File: config.mk
export PLATFORM = sky130hd
export DESIGN_NAME = hazardUnit
export DESIGN_NICKNAME = d
export VERILOG_FILES = /design/src/source/hazardPkg.sv /design/src/source/branchUnit.sv /design/src/source/forwardUnit.sv /design/src/source/hazardConfig.sv /design/src/source/hazardUnit.sv /design/src/source/stallUnit.sv
export VERILOG_INCLUDE_DIRS = /design/src /design/src/source
export SDC_FILE = /design/constraint.sdc
export NUM_CORES = 1
export LEC_CHECK = 0
export ABC_AREA = 1
export BUFFER_PORTS_ARGS = -buffer_cell sky130_fd_sc_hd__buf_2
export CAP_MARGIN = 10
export CORE_UTILIZATION = 50
export CTS_CLUSTER_DIAMETER = 100
export DETAILED_ROUTE_END_ITERATION = 10
export HOLD_SLACK_MARGIN = 0.15
export PLACE_DENSITY = 0.82
export SLEW_MARGIN = 20
export SYNTH_ARGS = -nofsm -noshare
export SYNTH_HDL_FRONTEND = slang
export SYNTH_HIERARCHICAL = 1
export SYNTH_SLANG_ARGS = --single-unit
File: constraint.sdc
create_clock -name i_clk -period 2.6 [get_ports i_clk]
set_input_delay 0.52 -clock i_clk [delete_from_list [all_inputs] [get_ports i_clk]]
set_output_delay 0.52 -clock i_clk [all_outputs]
set_load 0.02 [all_outputs]
File: src/source/hazard_params.svh
`ifndef HAZARD_PARAMS_SVH
`define HAZARD_PARAMS_SVH

////////////////////////////////////////
// Hazard unit widths
////////////////////////////////////////

// Register index, 32 architectural regs
`define HZ_REG_W 5

// Condition field and NZCV flags
`define HZ_COND_W 4

// Two-bit saturating predictor
`define HZ_CTR_W 2

// PC stall cycle counter
`define HZ_STALLCNT_W 16

// Predictor counter limits
`define HZ_CTR_MAX 2'd3
`define HZ_CTR_MIN 2'd0
`define HZ_CTR_WEAK_T 2'd2 // Init on miss, taken
`define HZ_CTR_WEAK_NT 2'd1 // Init on miss, not taken

`endif

File: src/source/hazardPkg.sv
`default_nettype none
`include "hazard_params.svh"

package hazardPkg;

    ////////////////////////////////////////
    // Pipeline stage fields
    ////////////////////////////////////////

    // Sources needed by the instr in ID/EX
    typedef struct packed {
        logic                 needRs1;
        logic                 needRs2;
        logic [`HZ_REG_W-1:0] rs1;
        logic [`HZ_REG_W-1:0] rs2;
    } idExT;

    // Writer in EX/MEM
    typedef struct packed {
        logic                 regWe;
        logic                 memEnable;
        logic                 memRead;  // Read when memEnable set
        logic [`HZ_REG_W-1:0] rdst;
        logic [1:0]           rdstSrc;  // 0 ALU, 1 load data, 2 link PC
    } exMemT;

    // Writer in MEM/WB
    typedef struct packed {
        logic                 regWe;
        logic [`HZ_REG_W-1:0] rdst;
    } memWbT;

    ////////////////////////////////////////
    // Forwarding
    ////////////////////////////////////////

    typedef enum logic [1:0] {
        FWD_REG   = 2'd0, // Register file value
        FWD_EXMEM = 2'd1, // EX/MEM result
        FWD_MEMWB = 2'd2  // MEM/WB result
    } fwdSelT;

    typedef struct packed {
        fwdSelT op1Sel;
        fwdSelT op2Sel;
    } fwdResT;

    ////////////////////////////////////////
    // Branch resolution
    ////////////////////////////////////////

    typedef struct packed {
        logic                  pcMatchValid; // Predictor table hit
        logic                  branchInstr;
        logic                  jumpInstr;
        logic                  targetMatch;  // Predicted target == computed
        logic [`HZ_CTR_W-1:0]  ctrIn;
        logic [`HZ_COND_W-1:0] flags;        // NZCV
        logic [`HZ_COND_W-1:0] cond;
    } branchInT;

    typedef struct packed {
        logic [`HZ_CTR_W-1:0] ctrOut;
        logic                 tableWe;
        logic                 mispredict;
        logic [1:0]           npcSel;
    } branchResT;

    // Stall and flush per pipeline register
    typedef struct packed {
        logic pcStall;
        logic ifIdStall;
        logic idExStall;
        logic exMemStall;
        logic ifIdFlush;
        logic idExFlush;
        logic memWbFlush;
    } stallCtrlT;

endpackage

`default_nettype wire

File: src/source/branchUnit.sv
`timescale 1ns/1ps
`default_nettype none
`include "hazard_params.svh"

module branchUnit (
    input  hazardPkg::branchInT  i_branch,
    output hazardPkg::branchResT o_branch
);

    logic flagN, flagZ, flagC, flagV;
    logic condTrue;
    logic isBranch;  // Branch or jump present
    logic taken;
    logic predTaken;
    logic mispredict;

    assign {flagN, flagZ, flagC, flagV} = i_branch.flags;

    ////////////////////////////////////////
    // Condition code check
    ////////////////////////////////////////

    always_comb begin
        case (i_branch.cond)
            4'd0:    condTrue = flagZ;                      // EQ
            4'd1:    condTrue = ~flagZ;                     // NE
            4'd2:    condTrue = flagC;                      // CS
            4'd3:    condTrue = ~flagC;                     // CC
            4'd4:    condTrue = flagN;                      // MI
            4'd5:    condTrue = ~flagN;                     // PL
            4'd6:    condTrue = flagV;                      // VS
            4'd7:    condTrue = ~flagV;                     // VC
            4'd8:    condTrue = flagC & ~flagZ;             // HI
            4'd9:    condTrue = ~flagC | flagZ;             // LS
            4'd10:   condTrue = (flagN == flagV);           // GE
            4'd11:   condTrue = (flagN != flagV);           // LT
            4'd12:   condTrue = ~flagZ & (flagN == flagV);  // GT
            4'd13:   condTrue = flagZ | (flagN != flagV);   // LE
            4'd14:   condTrue = 1'b1;                       // AL
            default: condTrue = 1'b0;                       // NV
        endcase
    end

    ////////////////////////////////////////
    // Resolution against the prediction
    ////////////////////////////////////////

    assign isBranch  = i_branch.branchInstr | i_branch.jumpInstr;
    assign taken     = i_branch.jumpInstr | (i_branch.branchInstr & condTrue);
    assign predTaken = i_branch.pcMatchValid & i_branch.ctrIn[1]; // Upper half means taken

    // Wrong direction, or right direction with a stale target
    // Nothing to resolve without a branch or jump
    assign mispredict = isBranch &
                        ((predTaken != taken) | (predTaken & taken & ~i_branch.targetMatch));

    always_comb begin
        o_branch.mispredict = mispredict;
        o_branch.tableWe    = isBranch; // Every resolved branch trains the table

        if (!isBranch) begin
            o_branch.npcSel = 2'd0;               // Sequential
        end else if (mispredict) begin
            o_branch.npcSel = taken ? 2'd1 : 2'd2; // Computed target or fall-through
        end else begin
            o_branch.npcSel = 2'd3;               // Prediction was right
        end

        // Counter training
        if (!i_branch.pcMatchValid) begin
            o_branch.ctrOut = taken ? `HZ_CTR_WEAK_T : `HZ_CTR_WEAK_NT; // New entry
        end else if (taken) begin
            o_branch.ctrOut = (i_branch.ctrIn == `HZ_CTR_MAX) ? `HZ_CTR_MAX
                                                             : i_branch.ctrIn + 1'b1;
        end else begin
            o_branch.ctrOut = (i_branch.ctrIn == `HZ_CTR_MIN) ? `HZ_CTR_MIN
                                                             : i_branch.ctrIn - 1'b1;
        end
    end

endmodule

`default_nettype wire

File: src/source/forwardUnit.sv
`timescale 1ns/1ps
`default_nettype none
`include "hazard_params.svh"

module forwardUnit (
    input  hazardPkg::idExT   i_idEx,
    input  hazardPkg::exMemT  i_exMem,
    input  hazardPkg::memWbT  i_memWb,
    input  logic              i_forwardEn,
    output hazardPkg::fwdResT o_fwd,
    output logic              o_needStall
);

    import hazardPkg::*;

    logic stallOp1; // Hazard on operand 1
    logic stallOp2; // Hazard on operand 2

    ////////////////////////////////////////
    // Per-operand source selection
    ////////////////////////////////////////

    function automatic fwdSelT pickSrc(
        input  logic                 need,
        input  logic [`HZ_REG_W-1:0] rs,
        input  exMemT                exMem,
        input  memWbT                memWb,
        input  logic                 fwdEn,
        output logic                 stall
    );
        logic   exHit;
        logic   wbHit;
        logic   isLoad;
        fwdSelT sel;

        // r0 is hardwired, never a real dependency
        exHit  = need && (rs != '0) && exMem.regWe && (exMem.rdst == rs);
        wbHit  = need && (rs != '0) && memWb.regWe && (memWb.rdst == rs);
        isLoad = exMem.memEnable && exMem.memRead; // Data not ready until MEM ends

        stall = 1'b0;
        sel   = FWD_REG;
        if (!fwdEn) begin
            // No bypass paths, wait for writeback
            stall = exHit || wbHit;
        end else if (exHit && isLoad) begin
            stall = 1'b1; // Load-use bubble
        end else if (exHit) begin
            sel = FWD_EXMEM; // Youngest writer wins
        end else if (wbHit) begin
            sel = FWD_MEMWB;
        end
        return sel;
    endfunction

    ////////////////////////////////////////
    // Both EX operands
    ////////////////////////////////////////

    always_comb begin
        o_fwd.op1Sel = pickSrc(i_idEx.needRs1, i_idEx.rs1, i_exMem, i_memWb,
                               i_forwardEn, stallOp1);
        o_fwd.op2Sel = pickSrc(i_idEx.needRs2, i_idEx.rs2, i_exMem, i_memWb,
                               i_forwardEn, stallOp2);
        o_needStall  = stallOp1 | stallOp2; // Either operand blocks ID
    end

endmodule

`default_nettype wire

File: src/source/hazardConfig.sv
`timescale 1ns/1ps
`default_nettype none
`include "hazard_params.svh"

module hazardConfig (
    input  logic                      i_clk,
    input  logic                      i_rstN,
    input  logic                      i_cfgWrite,     // One-cycle strobe
    input  logic                      i_cfgForwardEn,
    input  logic                      i_pcStall,      // From stall pattern
    output logic                      o_forwardEn,
    output logic [`HZ_STALLCNT_W-1:0] o_stallCount
);

    logic                      forwardEnQ;
    logic [`HZ_STALLCNT_W-1:0] stallCountQ;

    ////////////////////////////////////////
    // Forwarding enable
    ////////////////////////////////////////

    always_ff @(posedge i_clk or negedge i_rstN) begin
        if (!i_rstN) begin
            forwardEnQ <= 1'b1; // Bypass on by default
        end else if (i_cfgWrite) begin
            forwardEnQ <= i_cfgForwardEn;
        end
    end

    ////////////////////////////////////////
    // Stall cycle counter
    ////////////////////////////////////////

    always_ff @(posedge i_clk or negedge i_rstN) begin
        if (!i_rstN) begin
            stallCountQ <= '0;
        end else if (i_cfgWrite) begin
            stallCountQ <= '0; // Config write restarts the count
        end else if (i_pcStall && (stallCountQ != '1)) begin
            stallCountQ <= stallCountQ + 1'b1; // Sticks at all ones
        end
    end

    assign o_forwardEn  = forwardEnQ;
    assign o_stallCount = stallCountQ;

endmodule

`default_nettype wire

File: src/source/hazardUnit.sv
`timescale 1ns/1ps
`default_nettype none
`include "hazard_params.svh"

module hazardUnit (
    input  logic                      i_clk,
    input  logic                      i_rstN,
    input  hazardPkg::idExT           i_idEx,
    input  hazardPkg::exMemT          i_exMem,
    input  hazardPkg::memWbT          i_memWb,
    input  hazardPkg::branchInT       i_branch,
    input  logic                      i_dCacheMiss,
    input  logic                      i_iCacheMiss,
    input  logic                      i_cfgWrite,
    input  logic                      i_cfgForwardEn,
    output hazardPkg::fwdResT         o_fwd,
    output hazardPkg::branchResT      o_branch,
    output hazardPkg::stallCtrlT      o_stall,
    output logic                      o_forwardEn,
    output logic [`HZ_STALLCNT_W-1:0] o_stallCount
);

    import hazardPkg::*;

    logic      forwardEn;
    logic      needStall;
    logic      mispredict;
    stallCtrlT stallPat;   // Raw pattern before branch flushes

    forwardUnit u_forwardUnit (
        .i_idEx      (i_idEx),
        .i_exMem     (i_exMem),
        .i_memWb     (i_memWb),
        .i_forwardEn (forwardEn),
        .o_fwd       (o_fwd),
        .o_needStall (needStall)
    );

    branchUnit u_branchUnit (
        .i_branch (i_branch),
        .o_branch (o_branch)
    );
    assign mispredict = o_branch.mispredict;

    stallUnit u_stallUnit (
        .i_needStall  (needStall),
        .i_dCacheMiss (i_dCacheMiss),
        .i_iCacheMiss (i_iCacheMiss),
        .o_stall      (stallPat)
    );

    hazardConfig u_hazardConfig (
        .i_clk          (i_clk),
        .i_rstN         (i_rstN),
        .i_cfgWrite     (i_cfgWrite),
        .i_cfgForwardEn (i_cfgForwardEn),
        .i_pcStall      (stallPat.pcStall), // Count cycles PC is held
        .o_forwardEn    (forwardEn),
        .o_stallCount   (o_stallCount)
    );

    ////////////////////////////////////////
    // Flush merge
    ////////////////////////////////////////

    always_comb begin
        o_stall           = stallPat;
        o_stall.ifIdFlush = stallPat.ifIdFlush | mispredict; // Kill wrong-path fetch
        o_stall.idExFlush = stallPat.idExFlush | mispredict; // Kill wrong-path decode
    end

    assign o_forwardEn = forwardEn;

endmodule

`default_nettype wire

File: src/source/stallUnit.sv
`timescale 1ns/1ps
`default_nettype none

module stallUnit (
    input  logic                 i_needStall,  // Load-use or no-forward hazard
    input  logic                 i_dCacheMiss, // From D-cache in MEM
    input  logic                 i_iCacheMiss, // From I-cache in IF
    output hazardPkg::stallCtrlT o_stall
);

    ////////////////////////////////////////
    // Prioritised stall patterns
    ////////////////////////////////////////

    always_comb begin
        // Default is a free-running pipe
        o_stall.pcStall    = 1'b0;
        o_stall.ifIdStall  = 1'b0;
        o_stall.idExStall  = 1'b0;
        o_stall.exMemStall = 1'b0;
        o_stall.ifIdFlush  = 1'b0;
        o_stall.idExFlush  = 1'b0;
        o_stall.memWbFlush = 1'b0;

        if (i_dCacheMiss) begin
            // Freeze everything up to MEM
            o_stall.pcStall    = 1'b1;
            o_stall.ifIdStall  = 1'b1;
            o_stall.idExStall  = 1'b1;
            o_stall.exMemStall = 1'b1;
            o_stall.memWbFlush = 1'b1; // Bubble into WB
        end else if (i_needStall) begin
            // Hold fetch and decode
            o_stall.pcStall   = 1'b1;
            o_stall.ifIdStall = 1'b1;
            o_stall.idExFlush = 1'b1; // Bubble into EX
        end else if (i_iCacheMiss) begin
            o_stall.pcStall   = 1'b1;
            o_stall.ifIdFlush = 1'b1; // No valid fetch this cycle
        end
    end

    // Load-use loses to a D-cache miss since
    // the producing load is itself frozen in MEM

    // I-cache miss is lowest, later stages
    // can still drain while fetch waits

endmodule

`default_nettype wire

==> results.py <==
metrics = {
    "global_routing": {
        "grt_pass1_vias": 2164,
        "overflow": 0,
        "grt_pass1_wl_um": 9230,
        "grt_start_max_net_pins": 18,
        "grt_use_total_pct": 27.0,
        "antenna_found_initial": 0,
    },
    "synthesis": {
        "synth_ff_type": "dfrtp_1",
        "syn-cell-area_um2": 2060,
        "syn_nets": 431,
        "yosysMostFrequentCell": "nand2_1",
        "seq_area_frac_synth_pct": 20.7,
        "yosys_register_bits": 17,
        "avgSynthCellArea_um2": 5.41,
        "syn_inst": 381,
        "yosys_warnings": 6,
        "synth_top_area_share_pct": 28.8,
        "synth_top_cells_by_count": "nand2_1 (158), inv_1 (52), nor2_1 (40)",
        "synth_area_leaders": "nand2_1 (29%), dfrtp_1 (19%), inv_1 (9.5%), nand3_1 (7.8%), nor2_1 (7.3%)",
        "synth.largest_area_cell": "nand2_1",
        "synth_edf_count": 0,
        "ys_async_sr_fraction_pct": 100,
        "synth_cell_type_count": 28,
    },
    "timing": {
        "fin_crit_sh_pct": 99.1,
        "max_slew.worst_pin.slew_ns": 0.515,
        "maxSlewHeadroom_pct": 65.6,
        "setup_tns_ns": 0,
        "drv_slew": 0,
        "min_period_ns": 2.58,
        "hold_viol": 0,
        "worst_slack_ns": 0.0243,
        "finalSetupViolations": 0,
        "fin_worst_skew_ns": 0.00313,
        "fmax_mhz": 388,
    },
    "worst_setup_path": {
        "crit_required_ns": 2.08,
        "cp_num_cells": 15,
        "start_kind": "input pin",
        "rr_endpoint": "u_hazardConfig/o_stallCount[15]$_DFFE_PN0P_",
        "critPathLaunch": "i_branch[1]",
        "reg2reg_from": "u_hazardConfig/o_stallCount[0]$_DFFE_PN0P_",
        "critical_path.max_stage_delay_ns": 0.22,
        "critPathMaxFanout": 6,
        "ff2ff_setup_slack_ns": 0.76,
        "critical_path.endpoint_type": "output pin",
        "reg2regPathDepth": 9,
        "cp_slowest_cell": "ha_4",
        "crit_chain": "buf_4 -> inv_2 -> nand3_1 -> nand2_1 -> nand2_1 -> nand3_2 -> nor2_2 -> nand2_2 -> nand2_4 -> nand2_4 -> ha_4 -> a21oi_4 -> inv_2 -> a21oi_2 -> buf_6",
        "arrival_ns": 2.06,
        "crit_family": "simple AND/OR/NAND/NOR gates",
        "cp.buffers_inverters": 4,
        "critical_path_class": "input pin to output pin",
        "crit_end": "o_branch[1]",
    },
    "pwr": {
        "p_per_area_nw_per_um2": 299,
        "max-vdd-ir-drop_mv": 0.273,
        "leakage_uw": 0.00162,
    },
    "clock_network": {
        "h-tree-depth": 1,
        "cts_made_buffers": 3,
        "cts.sinks": 17,
        "cts_tree": "done",
        "cts_max_path_buffers": 2,
        "cts-root-buf": "clkbuf_8",
        "clock_latency_ns": 0.25,
        "cts.clk_slew.worst_paths_ns": 0.07,
    },
    "die": {
        "fp.coreArea_um2": 3800,
        "initial_core_util_pct": 54.2,
        "die_h_um": 66.2,
        "rows": 22,
        "pin_count": 82,
        "die-area_um2": 4380,
        "die_x_um": 66.2,
    },
    "cells_and_area": {
        "drive_above_1_share_pct": 30.2,
        "multi_input_area_um2": 1420,
        "n_fill_cell": 348,
        "area.sequential_um2": 427,
        "nets": 514,
        "diodes": 0,
        "syn2layout_area_growth_pct": 30.3,
    },
    "drt": {
        "wl_met1_um": 2650,
        "routed_via_density": 5.18,
        "first_iter_violations": 118,
        "remaining_drc_errors": 0,
        "wl_met2_um": 2810,
        "wire_per_inst_um": 11.7,
        "route.vias.total": 2648,
        "topRoutingLayerUsed": "met4",
        "firstDrtPassIters": 5,
        "detail_route.wirelength_um": 5960,
        "ant_nets": 0,
        "wl_met3_um": 412,
    },
    "placed_design": {
        "place_ws_ns": -0.135,
        "port_buffers": 79,
        "gp_congestion": 0.942,
        "dpl.hpwl_um": 4500,
    },
    "status": {
        "outcome": "finished clean",
    },
    "flow_run": {
        "drv_cap": 0,
    },
    "hold_path": {
        "hp-class": "input pin to async pin",
    },
}
==> flip-flops by register name, summed over array words and instances, names as in the netlist <==
name                         cells
u_hazardConfig/o_stallCount     16
u_hazardConfig/o_forwardEn       1
==> layout make-up <==
class / instances / share of cell area [%]
timing repair buffer: 86 / 18.6
multi-input combinational: 294 / 52.7
inverter: 62 / 8.86
clock buffer: 3 / 1.54
sequential: 17 / 15.9
clock inverter: 1 / 0.186
tap: 48 / 2.24
==> where the power goes <==
part	leakage [µW]	internal, µW	switching (µW)	total, µW
sequential	0.000232	271	6.54	278
clock	0.0000255	106	95.9	202
combinational	0.00136	125	196	321
total	0.00162	503	299	801
==> per-layer routing <==
metal	track usage (%)	vias to the layer above
met5	0	-
met4	6.38	0
met3	2.24	14
met2	47.2	106
met1	35.6	1191
li1	-	1337
==> how the worst min path moves through the flow <==
stage	endpoint	cells past startpoint	startpoint	slack (ns)
2_1_floorplan	u_hazardConfig/o_stallCount[0]$_DFFE_PN0P_	0	i_rstN	0.22
3_3_place_gp	u_hazardConfig/o_stallCount[10]$_DFFE_PN0P_	1	i_rstN	0.46
3_5_place_dp	u_hazardConfig/o_stallCount[8]$_DFFE_PN0P_	1	i_rstN	0.47
4_1_cts	u_hazardConfig/o_stallCount[8]$_DFFE_PN0P_	1	i_rstN	0.19
5_1_grt	u_hazardConfig/o_stallCount[8]$_DFFE_PN0P_	1	i_rstN	0.21
6_report	u_hazardConfig/o_stallCount[10]$_DFFE_PN0P_	1	i_rstN	0.18
==> repair_timing <==
action | CTS | global route
hold buffers | 0 | 0
gates resized for setup | 6 | 36
cloned | 0 | 0
pin swaps | 2 | 15
setup endpoints to repair | 4 | 5
setup buffers | 0 | 2
==> stage by stage <==
step / total power, µW / utilization, % / cell area, µm² / hold slack (ns) / std cells
detailed placement: 563 / 65.7 / 2490 / 0.466 / 505
finish: 801 / 70.7 / 2680 / 0.179 / 511
global route: 848 / 70.7 / 2680 / 0.210 / 511
floorplan: 455 / - / 2060 / 0.224 / 381
CTS: 772 / 67.7 / 2570 / 0.192 / 509
global placement: 556 / 65.7 / 2490 / 0.457 / 505
==> layout by cell type (no fill, tap or decap), drive strengths merged <==
cell type	netlist	layout
o21ai	4	4
clkinv	0	1
o21bai	3	3
inv	62	62
nor3	5	5
a21oi	11	11
nand4	14	14
dfstp	1	1
clkbuf	1	4
or2	1	1
nand3b	3	3
nor2	51	51
dfrtp	16	16
nand3	32	32
ha	2	2
buf	7	85
nand2	164	164
xor2	2	2
xnor2	2	2
==> cell families after synthesis <==
logic type,after synthesis,share of synthesized area [%]
AO/OA/AOI/OAI,18,4.92
buffers and inverters,70,14.1
adder cells (fa/ha/maj),2,1.21
XOR/XNOR,4,1.70
flip-flops,17,20.7
AND/OR/NAND/NOR,270,57.4
Note: power is estimated with default switching activity, not from simulation.
